### src/verilog/oflow_pkg.sv
// feature record widths for one bounding box and one row
// bank geometry and address split of the feature store
// field and bank views of one box word
`default_nettype none

package oflow_pkg;

  localparam int id_len               = 15;
  localparam int coord_len            = 11;               // one corner coordinate
  localparam int cm_concate_len       = 22;               // cm x and y
  localparam int position_concate_len = 4 * coord_len;    // four corners, 44
  localparam int dim_len              = 11;               // width or height
  localparam int color_len            = 21;
  localparam int shape_color_len      = 2 * dim_len + 2 * color_len;  // 64

  localparam int bbox_len       = id_len + cm_concate_len + position_concate_len
                                  + shape_color_len;      // 145
  localparam int boxes_per_row  = 2;
  localparam int row_len        = boxes_per_row * bbox_len;  // 290
  localparam int id_cm_len      = id_len + cm_concate_len;   // 37, bank 0 word

  // sram banks
  localparam int bank_width    = 64;
  localparam int addr_width    = 8;
  localparam int ram_depth     = 1 << addr_width;
  localparam int num_banks     = 6;
  localparam int banks_per_box = 3;

  // address inside one frame half
  localparam int pair_width = 6;  // write pair index
  localparam int row_width  = 7;  // row index, pair plus even/odd bit

  typedef struct packed {
    logic [dim_len-1:0]   width;
    logic [dim_len-1:0]   height;
    logic [color_len-1:0] color1;
    logic [color_len-1:0] color2;
  } shape_color_t;

  // feature view of one box
  typedef struct packed {
    logic [id_len-1:0]               id;
    logic [cm_concate_len-1:0]       cm;
    logic [position_concate_len-1:0] position;
    shape_color_t                    shape_color;
  } bbox_fields_t;

  // storage view, one member per bank
  typedef struct packed {
    logic [id_cm_len-1:0]            id_cm;
    logic [position_concate_len-1:0] pos;
    logic [shape_color_len-1:0]      shape_color;
  } bbox_banks_t;

  typedef union packed {
    bbox_fields_t fields;
    bbox_banks_t  banks;
  } bbox_word_u;

endpackage

`default_nettype wire

### src/verilog/bank_port_if.sv
// one sram port shared by all six banks
// modports for controller, packer, banks and unpacker
`timescale 1ns/10ps
`default_nettype none

interface bank_port_if;
  import oflow_pkg::*;

  logic [addr_width-1:0] addr;                // same row in every bank
  logic [bank_width-1:0] din  [num_banks];    // one lane per bank
  logic [bank_width-1:0] dout [num_banks];
  logic                  cs;                  // chip select, active high
  logic                  we;                  // write enable
  logic                  oe;                  // output enable

  modport ctrl (output addr, output cs, output we, output oe);

  modport pack (output din);

  modport ram (
    input  addr,
    input  din,
    input  cs,
    input  we,
    input  oe,
    output dout
  );

  modport unpack (input dout);

endinterface

`default_nettype wire

### src/verilog/feature_store_ctrl.sv
// feature store controller
// frame half flop, write and read addresses, bank strobes
// read request stage and valid shift register
`timescale 1ns/10ps
`default_nettype none

module feature_store_ctrl (
  input  logic                             clk,
  input  logic                             rst,
  input  logic                             wr_en,
  input  logic [oflow_pkg::pair_width-1:0] wr_pair,
  input  logic                             rd_en,
  input  logic [oflow_pkg::row_width-1:0]  rd_row,
  input  logic                             frame_swap,
  output logic                             frame_sel,
  output logic                             rd_load,    // first valid stage
  output logic                             rd_valid,
  bank_port_if.ctrl                        port_a,
  bank_port_if.ctrl                        port_b
);
  import oflow_pkg::*;

  logic                  rd_req;        // read owns port a this cycle
  logic [addr_width-1:0] rd_addr_q;     // half latched with the request
  logic [addr_width-1:0] wr_addr_even;
  logic [addr_width-1:0] wr_addr_odd;

  // frame half, writes go to frame_sel and reads to the other half
  always_ff @(posedge clk) begin
    if (rst) begin
      frame_sel <= 1'b0;
    end else if (frame_swap) begin
      frame_sel <= ~frame_sel;
    end
  end

  // request -> bank read -> unpacker load -> valid
  always_ff @(posedge clk) begin
    if (rst) begin
      rd_req   <= 1'b0;
      rd_load  <= 1'b0;
      rd_valid <= 1'b0;
    end else begin
      rd_req   <= rd_en;
      rd_load  <= rd_req;   // dout of the banks is ready here
      rd_valid <= rd_load;  // rd_data registered one edge earlier
    end
  end

  always_ff @(posedge clk) begin
    if (rd_en) begin
      rd_addr_q <= {~frame_sel, rd_row};  // previous frame
    end
  end

  // even row of the pair on port a, odd row on port b
  assign wr_addr_even = {frame_sel, wr_pair, 1'b0};
  assign wr_addr_odd  = {frame_sel, wr_pair, 1'b1};

  // read beats a write for port a
  assign port_a.addr = rd_req ? rd_addr_q : wr_addr_even;
  assign port_a.cs   = rd_req | wr_en;
  assign port_a.we   = wr_en & ~rd_req;
  assign port_a.oe   = rd_req;

  // port b only ever writes
  assign port_b.addr = wr_addr_odd;
  assign port_b.cs   = wr_en;
  assign port_b.we   = wr_en;
  assign port_b.oe   = 1'b0;

  // no reads issued while the pipe is in reset
  a_no_rd_in_rst : assert property (@(posedge clk) rst |-> !rd_en);

  // a write in the read's bank cycle would drop its even row
  a_no_wr_on_rd : assert property (
    @(posedge clk) disable iff (rst) rd_en |=> !wr_en
  );

endmodule

`default_nettype wire

### src/flat_wrapper.sv
// flat-port wrapper written by rule: the top's interface ports become plain ports
module feature_store_ctrl_flat import oflow_pkg::*;
  (clk, rst, wr_en, wr_pair, rd_en, rd_row, frame_swap, frame_sel, rd_load, rd_valid, port_a_addr, port_a_cs, port_a_we, port_a_oe, port_b_addr, port_b_cs, port_b_we, port_b_oe);
  bank_port_if port_a_i ();
  bank_port_if port_b_i ();
  input  logic clk;
  input  logic rst;
  input  logic wr_en;
  input  logic [oflow_pkg::pair_width-1:0] wr_pair;
  input  logic rd_en;
  input  logic [oflow_pkg::row_width-1:0] rd_row;
  input  logic frame_swap;
  output logic frame_sel;
  output logic rd_load;
  output logic rd_valid;
  output wire logic [$bits(port_a_i.addr)-1:0] port_a_addr;
  output wire logic [$bits(port_a_i.cs)-1:0] port_a_cs;
  output wire logic [$bits(port_a_i.we)-1:0] port_a_we;
  output wire logic [$bits(port_a_i.oe)-1:0] port_a_oe;
  output wire logic [$bits(port_b_i.addr)-1:0] port_b_addr;
  output wire logic [$bits(port_b_i.cs)-1:0] port_b_cs;
  output wire logic [$bits(port_b_i.we)-1:0] port_b_we;
  output wire logic [$bits(port_b_i.oe)-1:0] port_b_oe;
  assign port_a_addr = port_a_i.addr;
  assign port_a_cs = port_a_i.cs;
  assign port_a_we = port_a_i.we;
  assign port_a_oe = port_a_i.oe;
  assign port_b_addr = port_b_i.addr;
  assign port_b_cs = port_b_i.cs;
  assign port_b_we = port_b_i.we;
  assign port_b_oe = port_b_i.oe;
  feature_store_ctrl u_core (.clk(clk), .rst(rst), .wr_en(wr_en), .wr_pair(wr_pair), .rd_en(rd_en), .rd_row(rd_row), .frame_swap(frame_swap), .frame_sel(frame_sel), .rd_load(rd_load), .rd_valid(rd_valid), .port_a(port_a_i), .port_b(port_b_i));
endmodule
### config.mk
export PLATFORM = sky130hd
export DESIGN_NAME = feature_store_ctrl_flat
export DESIGN_NICKNAME = d
export VERILOG_FILES = /design/src/verilog/oflow_pkg.sv /design/src/verilog/bank_port_if.sv /design/src/verilog/feature_store_ctrl.sv /design/src/flat_wrapper.sv
export SDC_FILE = /design/constraint.sdc
export NUM_CORES = 1
export LEC_CHECK = 0
export BUFFER_PORTS_ARGS = -buffer_cell sky130_fd_sc_hd__buf_2
export CORE_UTILIZATION = 34
export DETAILED_ROUTE_END_ITERATION = 16
export HOLD_SLACK_MARGIN = 0.06
export PLACE_DENSITY = 0.81
export SYNTH_ARGS = -nofsm -noshare
export SYNTH_HDL_FRONTEND = slang
export SYNTH_SLANG_ARGS = --single-unit
### constraint.sdc
create_clock -name clk -period 0.9 [get_ports clk]
set_input_delay 0.18 -clock clk [delete_from_list [all_inputs] [get_ports clk]]
set_output_delay 0.18 -clock clk [all_outputs]
set_load 0.01 [all_outputs]
==> parameters.txt <==
Parameter                              Value

Logic synthesis
  Mean cell area of the mapped netlist    13.2 um^2
  Library cell with the highest instance count after synthesis    buf_4
  Synth top cells by count    buf_4, edfxtp_1, dfxtp_1, mux2_4, nor2b_1
  Number of synthesized register bits    12
  Top cells by area in the synthesized netlist    edfxtp_1, buf_4, dfxtp_1, mux2_4, mux2_2
  Primary FF master, synth    edfxtp_1
  Number of library cell types mapped by synthesis    16
  Mapped Cells    43
  YS warnings    0
  Yosys top cell area share    42.3%
  Count of flip-flops with a built-in enable after synthesis    8
  Async set-reset flop share out of synthesis    0%
  Mapped Area    568 um^2
  Library cell occupying the most area in the post-synthesis netlist    edfxtp_1
  Synthesized net count    61
  Proportion of synthesized chip area in sequential cells    56.4%

Run status
  Failing checks    setup timing
  Status    finished, violations left

GRT
  Global Route Usage Sum    12.1%
  Maximum number of pins on one net before global-route repair    10
  Initial antenna violation count    0
  Global-route wire length before repair    1630 um
  Sum of overflow across all layers after global routing    0
  Number of global-route vias before repair    412

Timing
  Final clock skew    12.3 ps
  Final hold violations    0
  Total negative slack for setup checks    -4260 ps
  Setup slack after layout    -410 ps
  Final setup fails    14
  Final Max Tran Viols    0
  Post-layout minimum cycle time    1310 ps
  Achievable Freq    764 MHz
  Period utilization    146%
  Setup repair after global routing missed its margin    yes

Drt
  Final ANT Viol Nets    0
  Via count    421
  Total wirelength of the detailed-routed design    1100 um
  Total iterations of the first detailed-routing run    3
  Vias/cell    4.39
  Detail-routed net length per standard cell    11.5 um
  Final routed DRC violation total    0
  Starting DRC count in detailed routing    2

Placed design
  Placement-stage worst setup slack    -190 ps
  Routability congestion estimate    0.637
  Post-detailed-placement half-perimeter wirelength    667 um
  Count of buffers from port buffering    40
  Placed Instance Area    698 um^2

Final layout
  Ratio of cells with drive above 1 in the final layout    75.0%
  Nets@finish    99
  N_diodes    0
  Layout area overhead    52.9%
  Post-route design area    868 um^2

Floorplanning
  Die extent in y    42.9 um
  Die width    42.9 um
  Number of top-level pins    43
  Initial standard-cell utilization of the core    36.9%
  Core region area    1540 um^2
  Die Area    1840 um^2
  Std cell rows    14

Clock tree
  Later-pin clock latency in the skew report    270 ps
  Cts bufs inserted    3
  Sink Count    12
  TritonCTS clock tree    done
  Number of levels the H-tree was split into    1
  Root Driver    clkbuf_4
  Maximum count of clock buffers along a single path    2
  CTS clock-pin slew for the worst setup and hold paths    80 ps
  CTS Hold Buffers Added    0

Worst hold path
  Kind of path behind the tightest hold check    in -> reg
  Number of instances on the worst hold path    1
  Terminating pin of the worst hold path    u_core.rd_addr_q[4]$_DFFE_PP_
  Startpoint of the tightest hold check path    rd_row[4]

Setup path
  Startpoint kind of the worst setup timing path    register
  WP data arrival    1130 ps
  Critical R2R Launch    u_core.port_a.oe$_SDFF_PP0_
  Worst reg-to-reg path cell count    5
  Crit Path Class    reg -> out
  Worst R2R End    u_core.rd_load$_SDFF_PP0_
  Required time at the endpoint of the critical path    720 ps
  Minimum setup slack among reg-to-reg paths    -160 ps
  CP Capture Type    output pin
  Maximum net fanout on the critical path    8

Flow run
  Max capacitance violation total    0

Pwr
  Power per unit of standard cell area    1490 nW/um^2
  Leakage power total    0.421 nW
  Worst supply voltage drop on vdd    0.811 mV
## per-stage QoR
stage                     hold slack, ps  power (mW)  utilization [%]  instances
after floorplan                      242       0.801                -         43
after global placement               356       0.871             45.3         87
after detailed placement             358       0.875             45.3         87
after CTS                           70.3        1.29             53.8         94
after global routing                70.5        1.36             56.3         96
final                               80.0        1.30             56.3         96
## report_power, final
part,switching (mW),internal (mW)
registers,0.0249,0.630
clock network,0.165,0.171
logic,0.118,0.187
total,0.307,0.989
## worst max-delay path by stage
stage	from	end	slack [ps]	cells after the start
final	u_core.port_a.oe$_SDFF_PP0_	port_a_addr[5]	-410	2
after global routing	u_core.port_a.oe$_SDFF_PP0_	port_a_addr[5]	-450	2
after CTS	u_core.port_a.oe$_SDFF_PP0_	port_a_addr[6]	-430	2
after detailed placement	u_core.port_a.oe$_SDFF_PP0_	port_a_addr[6]	-190	2
after global placement	u_core.port_a.oe$_SDFF_PP0_	port_a_addr[6]	-170	2
after floorplan	u_core.port_a.oe$_SDFF_PP0_	port_a_addr[1]	-80	2
## logic make-up (layout without fill, tap and decap cells)
kind of cell / after synthesis / in the layout / share of synthesized area, %
DFF: 12 / 12 / 56.4
buffers and inverters: 13 / 50 / 17.2
and+or+nand+nor: 8 / 8 / 8.15
AOI/OAI and AO/OA: 1 / 1 / 0.880
xor gates and xnor gates: 1 / 1 / 1.54
other: 2 / 2 / 1.32
muxes: 6 / 6 / 14.5
## flip-flops by register name (all words and copies together) (netlist names)
register          cells
u_core.rd_addr_q      8
u_core.frame_sel      1
u_core.port_a.oe      1
u_core.rd_load        1
u_core.rd_valid       1
## layout by cell type, fill, tap and decap left out, drive strengths merged
cell type,Yosys,routed
buf,12,45
o21ai,1,1
nor2b,3,3
nand2,1,1
conb,2,2
and2,1,1
dfxtp,4,4
mux2,6,6
clkbuf,0,4
or2,1,1
edfxtp,8,8
nor2,1,1
xnor2,1,1
and2b,1,1
inv,1,1
## worst max-delay path: stages, from the launching register on
cell and delay, ps:
dfxtp_4 420, mux2_4 320, buf_6 120
## area by class of cell
cell class | instances | area, um^2
Tap cell | 16 | 20.0
Clock buffer | 4 | 26.3
Fill cell | 142 | 673
Timing Repair Buffer | 45 | 322
Multi-Input combinational cell | 18 | 170
Sequential cell | 12 | 327
Inverter | 1 | 3.75
## per-layer routing
metal  part of all wire, %  GRT usage, %  vias up  routed length (um)
li1                      -             -      202                   -
met1                    37          12.7      187                 411
met3                   7.3          1.28        2                  80
met4                   1.5          7.50        0                  16
met5                     0             0        -                   0
met2                    54          22.4       30                 592
## what timing repair did
| action | 4_1_cts | 5_1_grt |
|---|---|---|
| setup buffers | 3 | 2 |
| gates resized for setup | 20 | 4 |
| pin swaps | 1 | 0 |
| setup endpoints to repair | 14 | 15 |
No activity file was read; power rests on OpenSTA's default activity.
