**src/verilog/oflow_pkg.sv**
```systemverilog
// feature record widths for one bounding box and one row
// bank geometry and address split of the feature store
// field and bank views of one box word
`default_nettype none

package oflow_pkg;

  localparam int id_len               = 15;
  localparam int coord_len            = 11;               // one corner coordinate
  localparam int cm_concate_len       = 22;               // cm x and y
  localparam int position_concate_len = 4 * coord_len;    // four corners, 44
  localparam int dim_len              = 11;               // width or height
  localparam int color_len            = 21;
  localparam int shape_color_len      = 2 * dim_len + 2 * color_len;  // 64

  localparam int bbox_len       = id_len + cm_concate_len + position_concate_len
                                  + shape_color_len;      // 145
  localparam int boxes_per_row  = 2;
  localparam int row_len        = boxes_per_row * bbox_len;  // 290
  localparam int id_cm_len      = id_len + cm_concate_len;   // 37, bank 0 word

  // sram banks
  localparam int bank_width    = 64;
  localparam int addr_width    = 8;
  localparam int ram_depth     = 1 << addr_width;
  localparam int num_banks     = 6;
  localparam int banks_per_box = 3;

  // address inside one frame half
  localparam int pair_width = 6;  // write pair index
  localparam int row_width  = 7;  // row index, pair plus even/odd bit

  typedef struct packed {
    logic [dim_len-1:0]   width;
    logic [dim_len-1:0]   height;
    logic [color_len-1:0] color1;
    logic [color_len-1:0] color2;
  } shape_color_t;

  // feature view of one box
  typedef struct packed {
    logic [id_len-1:0]               id;
    logic [cm_concate_len-1:0]       cm;
    logic [position_concate_len-1:0] position;
    shape_color_t                    shape_color;
  } bbox_fields_t;

  // storage view, one member per bank
  typedef struct packed {
    logic [id_cm_len-1:0]            id_cm;
    logic [position_concate_len-1:0] pos;
    logic [shape_color_len-1:0]      shape_color;
  } bbox_banks_t;

  typedef union packed {
    bbox_fields_t fields;
    bbox_banks_t  banks;
  } bbox_word_u;

endpackage

`default_nettype wire

```
**src/verilog/bank_port_if.sv**
```systemverilog
// one sram port shared by all six banks
// modports for controller, packer, banks and unpacker
`timescale 1ns/10ps
`default_nettype none

interface bank_port_if;
  import oflow_pkg::*;

  logic [addr_width-1:0] addr;                // same row in every bank
  logic [bank_width-1:0] din  [num_banks];    // one lane per bank
  logic [bank_width-1:0] dout [num_banks];
  logic                  cs;                  // chip select, active high
  logic                  we;                  // write enable
  logic                  oe;                  // output enable

  modport ctrl (output addr, output cs, output we, output oe);

  modport pack (output din);

  modport ram (
    input  addr,
    input  din,
    input  cs,
    input  we,
    input  oe,
    output dout
  );

  modport unpack (input dout);

endinterface

`default_nettype wire

```
**src/verilog/bbox_bank_unpacker.sv**
```systemverilog
// rebuilds a 290 bit row from the six bank read words
// output row register loaded on the first valid stage
`timescale 1ns/10ps
`default_nettype none

module bbox_bank_unpacker (
  input  logic                          clk,
  input  logic                          rst,
  input  logic                          load,     // bank words valid this cycle
  bank_port_if.unpack                   port,
  output logic [oflow_pkg::row_len-1:0] rd_data
);
  import oflow_pkg::*;

  bbox_word_u boxes [boxes_per_row];  // 0 left, 1 right
  logic       load_q;                 // rd_data freshly loaded, tracks rd_valid

  // drop the padding and refill the bank view
  always_comb begin
    for (int i = 0; i < boxes_per_row; i++) begin
      boxes[i].banks.id_cm       = port.dout[i * banks_per_box][id_cm_len-1:0];
      boxes[i].banks.pos         =
        port.dout[i * banks_per_box + 1][position_concate_len-1:0];
      boxes[i].banks.shape_color = port.dout[i * banks_per_box + 2];
    end
  end

  always_ff @(posedge clk) begin
    if (rst) begin
      rd_data <= '0;
    end else if (load) begin
      rd_data <= {boxes[0], boxes[1]};  // left box in the upper half
    end
  end

  always_ff @(posedge clk) begin
    if (rst) begin
      load_q <= 1'b0;
    end else begin
      load_q <= load;
    end
  end

  // a written row never comes back with unknown bits
  a_rd_data_known : assert property (
    @(posedge clk) disable iff (rst) load_q |-> !$isunknown(rd_data)
  );

endmodule

`default_nettype wire

```
**src/flat_wrapper.sv**
```systemverilog
// flat-port wrapper written by rule: the top's interface ports become plain ports
module bbox_bank_unpacker_flat import oflow_pkg::*;
  (clk, rst, load, rd_data, port_dout);
  bank_port_if port_i ();
  input  logic clk;
  input  logic rst;
  input  logic load;
  output logic [oflow_pkg::row_len-1:0] rd_data;
  input wire logic [$bits(port_i.dout)-1:0] port_dout;
  assign port_i.dout = {>>{port_dout}};
  bbox_bank_unpacker u_core (.clk(clk), .rst(rst), .load(load), .port(port_i), .rd_data(rd_data));
endmodule
```
**config.mk**
```make
export PLATFORM = sky130hd
export DESIGN_NAME = bbox_bank_unpacker_flat
export DESIGN_NICKNAME = d
export VERILOG_FILES = /design/src/verilog/oflow_pkg.sv /design/src/verilog/bank_port_if.sv /design/src/verilog/bbox_bank_unpacker.sv /design/src/flat_wrapper.sv
export SDC_FILE = /design/constraint.sdc
export NUM_CORES = 1
export LEC_CHECK = 0
export ABC_AREA = 1
export CAP_MARGIN = 10
export CORE_AREA = 5 5 259 261
export CTS_CLUSTER_DIAMETER = 200
export DETAILED_ROUTE_END_ITERATION = 12
export DIE_AREA = 0 0 264 266
export DONT_BUFFER_PORTS = 1
export PLACE_DENSITY_LB_ADDON = 0.15
export SYNTH_ARGS = -nofsm -noshare
export SYNTH_HDL_FRONTEND = slang
export SYNTH_SLANG_ARGS = --single-unit
```
**constraint.sdc**
```tcl
create_clock -name clk -period 2.2 [get_ports clk]
set_input_delay 0.33 -clock clk [delete_from_list [all_inputs] [get_ports clk]]
set_output_delay 0.33 -clock clk [all_outputs]
set_load 0.02 [all_outputs]
```
==> flow_summary_export.csv, run 1 <==
group,metric,value,unit
timing,finalHoldViolations,0,
clock_network,cts_sinks,290,
synth,syn_nets,2225,
finish,finalNetCount,2440,
clock_network,cts.clk_slew.worst_paths,0.06,ns
clock_network,cts_tree,"done",
placed_design,hpwl,29400,um
power_and_ir_drop,sequentialPowerShare,47.7,%
power_and_ir_drop,clkPwrFrac,42.6,%
detailed_routing,viasPerCell,3.72,
timing,relSlewSlack,-71.9,%
clock_network,cts_max_level,2,
finish,largest_reg_flops,290,
grt,grt_max_degree,479,
detailed_routing,drt-wirelength-per-cell,14.3,um
finish,synthToLayoutAreaGrowth,37.8,%
detailed_routing,vias,10900,
clock_network,worstSkewPairLatency,0.53,ns
timing,rsz0062_at_grt,"false",
synth,synth-seq-cells,290,
critical_path,critPathArrivalTime,3.28,ns
floorplan,placeableCoreArea,0.0642,mm^2
timing,period_needed,2.79,ns
floorplan,initial_core_util,18.3,%
synth,yosys_warnings,0,
finish,diodes,0,
clock_network,cts_buffers,37,
floorplan,die_x,264,um
grt,grt_pass1_wl,62200,um
floorplan,rows,93,
placed_design,gp_congestion,0.809,
hold_path,hold_class,"in -> reg",
finish,largest_register,"u_core.rd_data",
grt,grt_pass1_vias,10600,
timing,finalWorstSetupSlack,-0.592,ns
clock_network,cts_root_buf,"clkbuf_16",
grt,grtUsageTotal,11.1,%
synth,yosys.cell_types.count,9,
power_and_ir_drop,switching_power,3.78,mW
detailed_routing,postRouteAntennaNets,0,
synth,syn_inst,1838,
floorplan,dieArea,0.0702,mm^2
critical_path,cp_data_required_time,2.68,ns
critical_path,end_kind,"flop",
critical_path,cp_max_fo,478,
power_and_ir_drop,ir_drop,0.404,mV
timing,finalCritPeriodShare,127,%
timing,final_max_slew_viol_count,341,
finish,drive_gt1_share,2.99,%
timing,setup_violations,1,
status,violations,"max-slew violations, negative setup slack",
power_and_ir_drop,swShare,28.1,%
power_and_ir_drop,p_leak,8.37,nW
clock_network,clockBufferDepth,3,
placed_design,dp_slack,0.876,ns
flow_run,cap_violations,0,
floorplan,die_y,266,um
critical_path,startpoint_type,"primary input",
floorplan,io_pins,677,
status,status,"finished with violations",
grt,antenna_found_initial,0,
timing,max_freq,0.358,GHz
synth,yosysSeqAreaShare,49.3,%
power_and_ir_drop,combPwrFrac,9.7,%
timing,max_slew.worst_pin.slew,2.58,ns
timing,skew,0,ns
clock_network,post-cts-setup-buffers,0,
grt,overflow,0,
finish,utilization,25.3,%
power_and_ir_drop,p_total,13.4,mW
detailed_routing,routed_wirelength,41900,um
power_and_ir_drop,pwr_density_cell,828,mW/mm^2
finish,reg.largest.list,"u_core.rd_data: 290 flops",
power_and_ir_drop,p_int,9.66,mW
detailed_routing,drt_iter0_drc,444,
detailed_routing,drc,0,
synth,avgSynthCellArea,6.41,um^2
timing,finalSetupTns,-0.592,ns
synth,syn_area,0.0118,mm^2
placed_design,io_buffer_count,0,
critical_path,crit_type,"in -> reg",
detailed_routing,dr.pass1.iters,5,
[critical path, cell delays in order]
cell           delay [ns]
nand2_1              0.46
dlygate4sd3_1        0.60
nand2_1              0.05
nor2_1               0.07
dlygate4sd3_1        0.55
[cell families (layout without fill, tap and decap cells)]
| family | after synthesis | after routing | synth area share (%) |
|---|---|---|---|
| buffers and inverters | 388 | 624 | 13.8 |
| flip-flops | 290 | 290 | 49.3 |
| AND/OR/NAND/NOR | 1160 | 1160 | 37.0 |
[cells in the mapped netlist]
| cell | number | share of area, % |
|---|---|---|
| nor2_1 | 580 | 18 |
| buf_2 | 54 | 2.3 |
| buf_1 | 3 | 0.096 |
| buf_4 | 22 | 1.4 |
| nand2_1 | 580 | 18 |
| buf_6 | 2 | 0.19 |
| dfxtp_1 | 290 | 49 |
| clkbuf_1 | 16 | 0.51 |
| inv_1 | 291 | 9.3 |
[worst paths after layout]
check | cells after the start | to | slack, ns | startpoint
max | 5 | u_core.rd_data[218]$_SDFFE_PP0P_ | -0.59 | load
min | 4 | u_core.rd_data[49]$_SDFFE_PP0P_ | 0.05 | port_dout[49]
max reg2reg | 4 | u_core.rd_data[111]$_SDFFE_PP0P_ | 0.41 | u_core.rd_data[111]$_SDFFE_PP0P_
min reg2reg | 2 | u_core.rd_data[230]$_SDFFE_PP0P_ | 0.57 | u_core.rd_data[230]$_SDFFE_PP0P_
[per-layer routing]
layer | share of wire [%] | track usage [%]
met5 | 0 | 0
met4 | 2.4 | 3.02
met3 | 12 | 5.84
met2 | 46 | 18.6
met1 | 40 | 12.3
[power by group through the flow]
stage	Combinational, mW	Clock [mW]	Sequential, mW
after global routing	1.48	6.22	6.45
after CTS	1.29	6.06	6.42
after floorplan	0.851	0	6.36
after global placement	0.846	0	6.54
final	1.31	5.73	6.41
after detailed placement	0.869	0	6.54
[cell type report]
class / count / area [um^2]
Clock buffer: 52 / 1020
Clock inverter: 8 / 93.8
Fill cell: 7238 / 48000
Inverter: 291 / 1100
Multi-Input combinational cell: 1160 / 4350
Sequential cell: 290 / 5810
Tap cell: 855 / 1070
Timing Repair Buffer: 273 / 2790
[layout by cell type (no fill, tap or decap)]
cell	count
buf_12	5
buf_16	1
buf_4	6
bufinv_16	1
clkbuf_1	11
clkbuf_16	37
clkbuf_8	4
clkinv_2	3
clkinv_8	2
clkinvlp_4	1
dfxtp_1	290
dlygate4sd3_1	261
inv_1	290
inv_6	1
inv_8	1
nand2_1	580
nor2_1	580
[stage by stage]
stage / instances / hold WS, ns / cell area, um^2
final: 2929 / 0.0470 / 16200
after global routing: 2929 / 0.0379 / 16200
after CTS: 2929 / 0.00499 / 16200
after detailed placement: 2607 / 0.524 / 12500
after global placement: 2607 / 0.517 / 12500
after floorplan: 1838 / 0.518 / 11800
[timing repair]
item	in CTS	in global routing
gates resized for setup	0	0
hold endpoints to repair	268	0
hold buffers	262	0
Power figures use the tool's default switching activity.
==> run 2: changes to the inputs <==
==> constraint.sdc (replaced) <==
create_clock -name clk -period 2.2 [get_ports clk]
set_input_delay 0.33 -clock clk [delete_from_list [all_inputs] [get_ports clk]]
set_output_delay 0.33 -clock clk [all_outputs]
set_load 0.005 [all_outputs]
==> flow_summary_export.csv, run 2 (synthesis results as in run 1) <==
group,metric,value,unit
status,status,"completed",
detailed_routing,highest-signal-layer,"met4",
grt,antenna_found_initial,1,
placed_design,dp_slack,0.870,ns
clock_network,cts_max_level,2,
critical_path,reg2regPathDepth,4,
detailed_routing,wl_met3,5220,um
critical_path,crit_family,"buffers and inverters",
detailed_routing,routed_wirelength,43200,um
placed_design,io_buffer_count,0,
finish,finalNetCount,2512,
placed_design,post-place-cells,2607,
timing,rsz0062_at_grt,"false",
critical_path,max_stage_delay,0.57,ns
critical_path,startpoint_type,"primary input",
detailed_routing,wl_met2,19600,um
detailed_routing,vias,11200,
finish,drive_gt1_share,3.07,%
detailed_routing,wl_met1,17000,um
grt,grt_pass1_vias,11100,
floorplan,die_y,266,um
finish,regArea,0.00581,mm^2
placed_design,gp_congestion,0.809,
finish,reg.largest.list,"u_core.rd_data: 290 flops",
clock_network,cts_tree,"done",
detailed_routing,postRouteAntennaNets,0,
clock_network,worstSkewPairLatency,0.53,ns
clock_network,cts_sinks,290,
finish,final_cell_mix,"nor2_1 (580), nand2_1 (580), dlygate4sd3_1 (333), inv_1 (290), dfxtp_1 (290)",
power_and_ir_drop,p_total,13.2,mW
finish,diodes,0,
timing,finalCritPeriodShare,80.5,%
timing,finalHoldViolations,0,
timing,finalSetupTns,0,ns
clock_network,cts_root_buf,"clkbuf_16",
finish,synthToLayoutAreaGrowth,44.1,%
timing,setup_violations,0,
critical_path,cp_num_buf_inv,4,
critical_path,cp_data_required_time,2.64,ns
floorplan,io_pins,677,
detailed_routing,dr.pass1.iters,4,
floorplan,initial_core_util,18.3,%
power_and_ir_drop,pwr_density_cell,775,mW/mm^2
detailed_routing,drt_iter0_drc,372,
critical_path,end_kind,"flop",
timing,max_freq,0.565,GHz
timing,relSlewSlack,44.7,%
detailed_routing,viasPerCell,3.73,
clock_network,cts_buffers,37,
critical_path,cp.depth,7,
timing,final_max_slew_viol_count,0,
critical_path,path_cells,"dlygate4sd3_1 > inv_1 > nand2_1 > dlygate4sd3_1 > nand2_1 > nor2_1 > dlygate4sd3_1",
power_and_ir_drop,ir_drop,0.452,mV
timing,max_slew.worst_pin.slew,0.826,ns
grt,grt_max_degree,456,
grt,grt_pass1_wl,65200,um
timing,holdWs,0.0374,ns
grt,overflow,0,
floorplan,dieArea,0.0702,mm^2
flow_run,cap_violations,0,
clock_network,post-cts-setup-buffers,0,
grt,grtUsageTotal,11.6,%
critical_path,timing.critical_path.mode_cell,"dlygate4sd3_1",
power_and_ir_drop,p_leak,8.71,nW
floorplan,die_x,264,um
critical_path,critPathArrivalTime,2.21,ns
finish,largest_reg_flops,290,
clock_network,clockBufferDepth,3,
critical_path,cp_max_fo,1,
timing,period_needed,1.77,ns
detailed_routing,drt-wirelength-per-cell,14.4,um
clock_network,cts-resized-gates,0,
floorplan,placeableCoreArea,0.0642,mm^2
placed_design,hpwl,29400,um
finish,largest_register,"u_core.rd_data",
critical_path,crit_type,"in -> reg",
finish,multiInputGateArea,0.00435,mm^2
critical_path,cp_slowest_cell,"dlygate4sd3_1",
hold_path,hold_class,"in -> reg",
hold_path,hold_depth,4,
timing,skew,0,ns
finish,stdcell_count,3002,
floorplan,rows,93,
timing,finalWorstSetupSlack,0.429,ns
finish,fill_cells,7139,
detailed_routing,drc,0,
clock_network,cts.clk_slew.worst_paths,0.06,ns
[run 2: changes by cell type in the layout (fill, tap and decap cells not counted), sizes merged]
cell	delta
bufinv	-1
dlygate4sd3	+72
clkinv	+1
clkbuf	+1
[run 2: path summary, 6_finish.rpt]
path	from	endpoint	slack, ns
worst max register to register	u_core.rd_data[125]$_SDFFE_PP0P_	u_core.rd_data[125]$_SDFFE_PP0P_	0.54
worst min register to register	u_core.rd_data[270]$_SDFFE_PP0P_	u_core.rd_data[270]$_SDFFE_PP0P_	0.49
worst max-delay path	port_dout[100]	u_core.rd_data[100]$_SDFFE_PP0P_	0.43
worst min-delay path	port_dout[226]	u_core.rd_data[179]$_SDFFE_PP0P_	0.04
[run 2: final cells by class]
class,instances,share of cell area (%)
clock buffers,53,6.28
inverters,291,6.48
well taps,855,6.30
repair buffers,345,20.7
multi-input cells,1160,25.7
clock inverters,8,0.428
flip-flops and latches,290,34.2
[run 2: worst reg2reg max path: stages, from the launching register on]
cell,delay [ns]
dfxtp_1,0.38
nor2_1,0.05
dlygate4sd3_1,0.55
nor2_1,0.09
dlygate4sd3_1,0.54
[run 2: where the power goes]
| part | switching, mW | total (mW) | internal [mW] |
|---|---|---|---|
| logic | 0.651 | 1.41 | 0.755 |
| clock network | 2.38 | 5.75 | 3.37 |
| registers | 0.368 | 6.00 | 5.63 |
[run 2: metal layers]
| layer | up-vias | global-route usage, % |
|---|---|---|
| met4 | 0 | 3.82 |
| met5 | - | 0 |
| met1 | 4944 | 13.1 |
| met3 | 63 | 5.90 |
| met2 | 427 | 19.0 |
| li1 | 5758 | - |
[run 2: through the flow]
stage | cell area (um^2) | utilization (%)
floorplan | 11800 | -
finish | 17000 | 26.4
CTS | 17000 | 26.4
detailed placement | 12500 | 19.4
global placement | 12500 | 19.4
global route | 17000 | 26.4
[run 2: repair_timing]
action	in CTS	in global routing
endpoints found under the setup margin	0	0
hold buffers	334	0
hold endpoints to repair	272	0
==> run 3: changes to the inputs <==
- ABC_AREA: 1 -> 0
- CORE_AREA: 5 5 259 261 -> 5 5 262 264
- DIE_AREA: 0 0 264 266 -> 0 0 267 269
- clock period: 2.2 -> 1.65 ns (I/O delays scaled with it)
==> flow_summary_export.csv, run 3 <==
group,metric,value,unit
synth,yosysSeqAreaShare,57.4,%
synth,syn_nets,1321,
status,status,"stopped before the end",
clock_network,post-cts-setup-buffers,0,
synth,synth-seq-cells,290,
floorplan,initial_core_util,15.3,%
synth,yosys_warnings,0,
synth,ys_async_sr_fraction,0,%
synth,yosysTopAreaCell,"dfxtp_1",
floorplan,die_x,267,um
floorplan,rows,95,
synth,synthXorXnorAreaFrac,0,%
status,lastStage,"clock tree synthesis",
synth,synth_compound_area_share,0,%
floorplan,io_pins,677,
synth,synth_ff_type,"dfxtp_1",
clock_network,cts_sinks,290,
clock_network,cts_buffers,36,
synth,yosysTopAreaCellShare,57.4,%
synth,syn_area,0.0101,mm^2
synth,synthTopCellsByArea,"dfxtp_1 (57%), mux2i_1 (29%), nor2_1 (11%)",
clock_network,hold_buffers,362,
floorplan,die_y,269,um
synth,synthSimpleGateAreaFrac,10.8,%
status,tool.error,"[ERROR RSZ-0060] Max buffer count reached.",
synth,yosys-mux-area-fraction,28.7,%
placed_design,hpwl,23400,um
placed_design,io_buffer_count,0,
clock_network,clockBufferDepth,3,
synth,synth_top_family_by_area,"multiplexers",
clock_network,cts_root_buf,"clkbuf_16",
synth,avgSynthCellArea,10.8,um^2
synth,yosys.cell_types.count,6,
placed_design,gp_congestion,0.712,
clock_network,cts-resized-gates,0,
clock_network,cts_max_level,2,
synth,synthAdderAreaFrac,0,%
synth,synth_common_cells,"dfxtp_1 (290), mux2i_1 (290), nor2_1 (290)",
synth,synth-edff-count,0,
synth,syn_inst,934,
[run 3: cell count changes after synthesis, moves of 11 or more]
cell | previous run | this run
nand2_1 | 580 | 0
buf_4 | 22 | 11
mux2i_1 | 0 | 290
buf_2 | 54 | 32
nor2_1 | 580 | 290
inv_1 | 291 | 0
[run 3: logic make-up after synthesis]
group,Yosys count
flops,290
simple gates,290
buf+inv,64
mux,290
[run 3: metrics by stage]
| stage | hold WS (ns) | worst slack (ns) | cell area, um^2 | cells | util, % |
|---|---|---|---|---|---|
| detailed placement | 0.348 | 0.858 | 10900 | 1743 | 16.4 |
| global placement | 0.347 | 0.867 | 10900 | 1743 | 16.4 |
| floorplan | 0.395 | 0.567 | 10100 | 934 | - |
==> run 4: changes to the inputs <==
- CORE_AREA: 5 5 262 264 -> 5 5 261 263
- CTS_CLUSTER_DIAMETER: 200 -> unset
- DIE_AREA: 0 0 267 269 -> 0 0 266 268
==> flow_summary_export.csv, run 4 <==
group,metric,value,unit
status,status,"stopped before the end",
status,lastStage,"clock tree synthesis",
status,tool.error,"[ERROR RSZ-0060] Max buffer count reached.",
synth,syn_nets,1321,
synth,yosysTopAreaCell,"dfxtp_1",
synth,yosysSeqAreaShare,57.4,%
synth,yosys_warnings,0,
synth,avgSynthCellArea,10.8,um^2
clock_network,cts_buffers,36,
synth,synthTopCellsByArea,"dfxtp_1 (57%), mux2i_1 (29%), nor2_1 (11%)",
synth,synth-seq-cells,290,
floorplan,initial_core_util,15.5,%
floorplan,die_y,268,um
placed_design,hpwl,23100,um
clock_network,clockBufferDepth,3,
clock_network,cts_sinks,290,
placed_design,gp_congestion,0.718,
synth,yosysTopAreaCellShare,57.4,%
synth,synth_ff_type,"dfxtp_1",
synth,syn_inst,934,
synth,yosys.cell_types.count,6,
synth,synth-edff-count,0,
synth,ys_async_sr_fraction,0,%
placed_design,io_buffer_count,0,
synth,synth_common_cells,"dfxtp_1 (290), mux2i_1 (290), nor2_1 (290)",
clock_network,post-cts-setup-buffers,0,
synth,syn_area,0.0101,mm^2
clock_network,cts_root_buf,"clkbuf_16",
clock_network,cts-resized-gates,0,
clock_network,cts_max_level,2,
placed_design,dpl_cell_area,0.0109,mm^2
floorplan,rows,94,
clock_network,hold_buffers,360,
floorplan,die_x,266,um
floorplan,io_pins,677,
-- run 4: cells by family after synthesis --
logic type,after synthesis,synth area share (%)
muxes,290,28.7
buffers and inverters,64,3.18
and+or+nand+nor,290,10.8
DFF,290,57.4
-- run 4: through the flow --
stage / setup WS, ns / utilization (%) / instances / hold WS [ns]
floorplan: 0.567 / - / 934 / 0.395
global placement: 0.886 / 16.6 / 1734 / 0.351
detailed placement: 0.794 / 16.6 / 1734 / 0.344
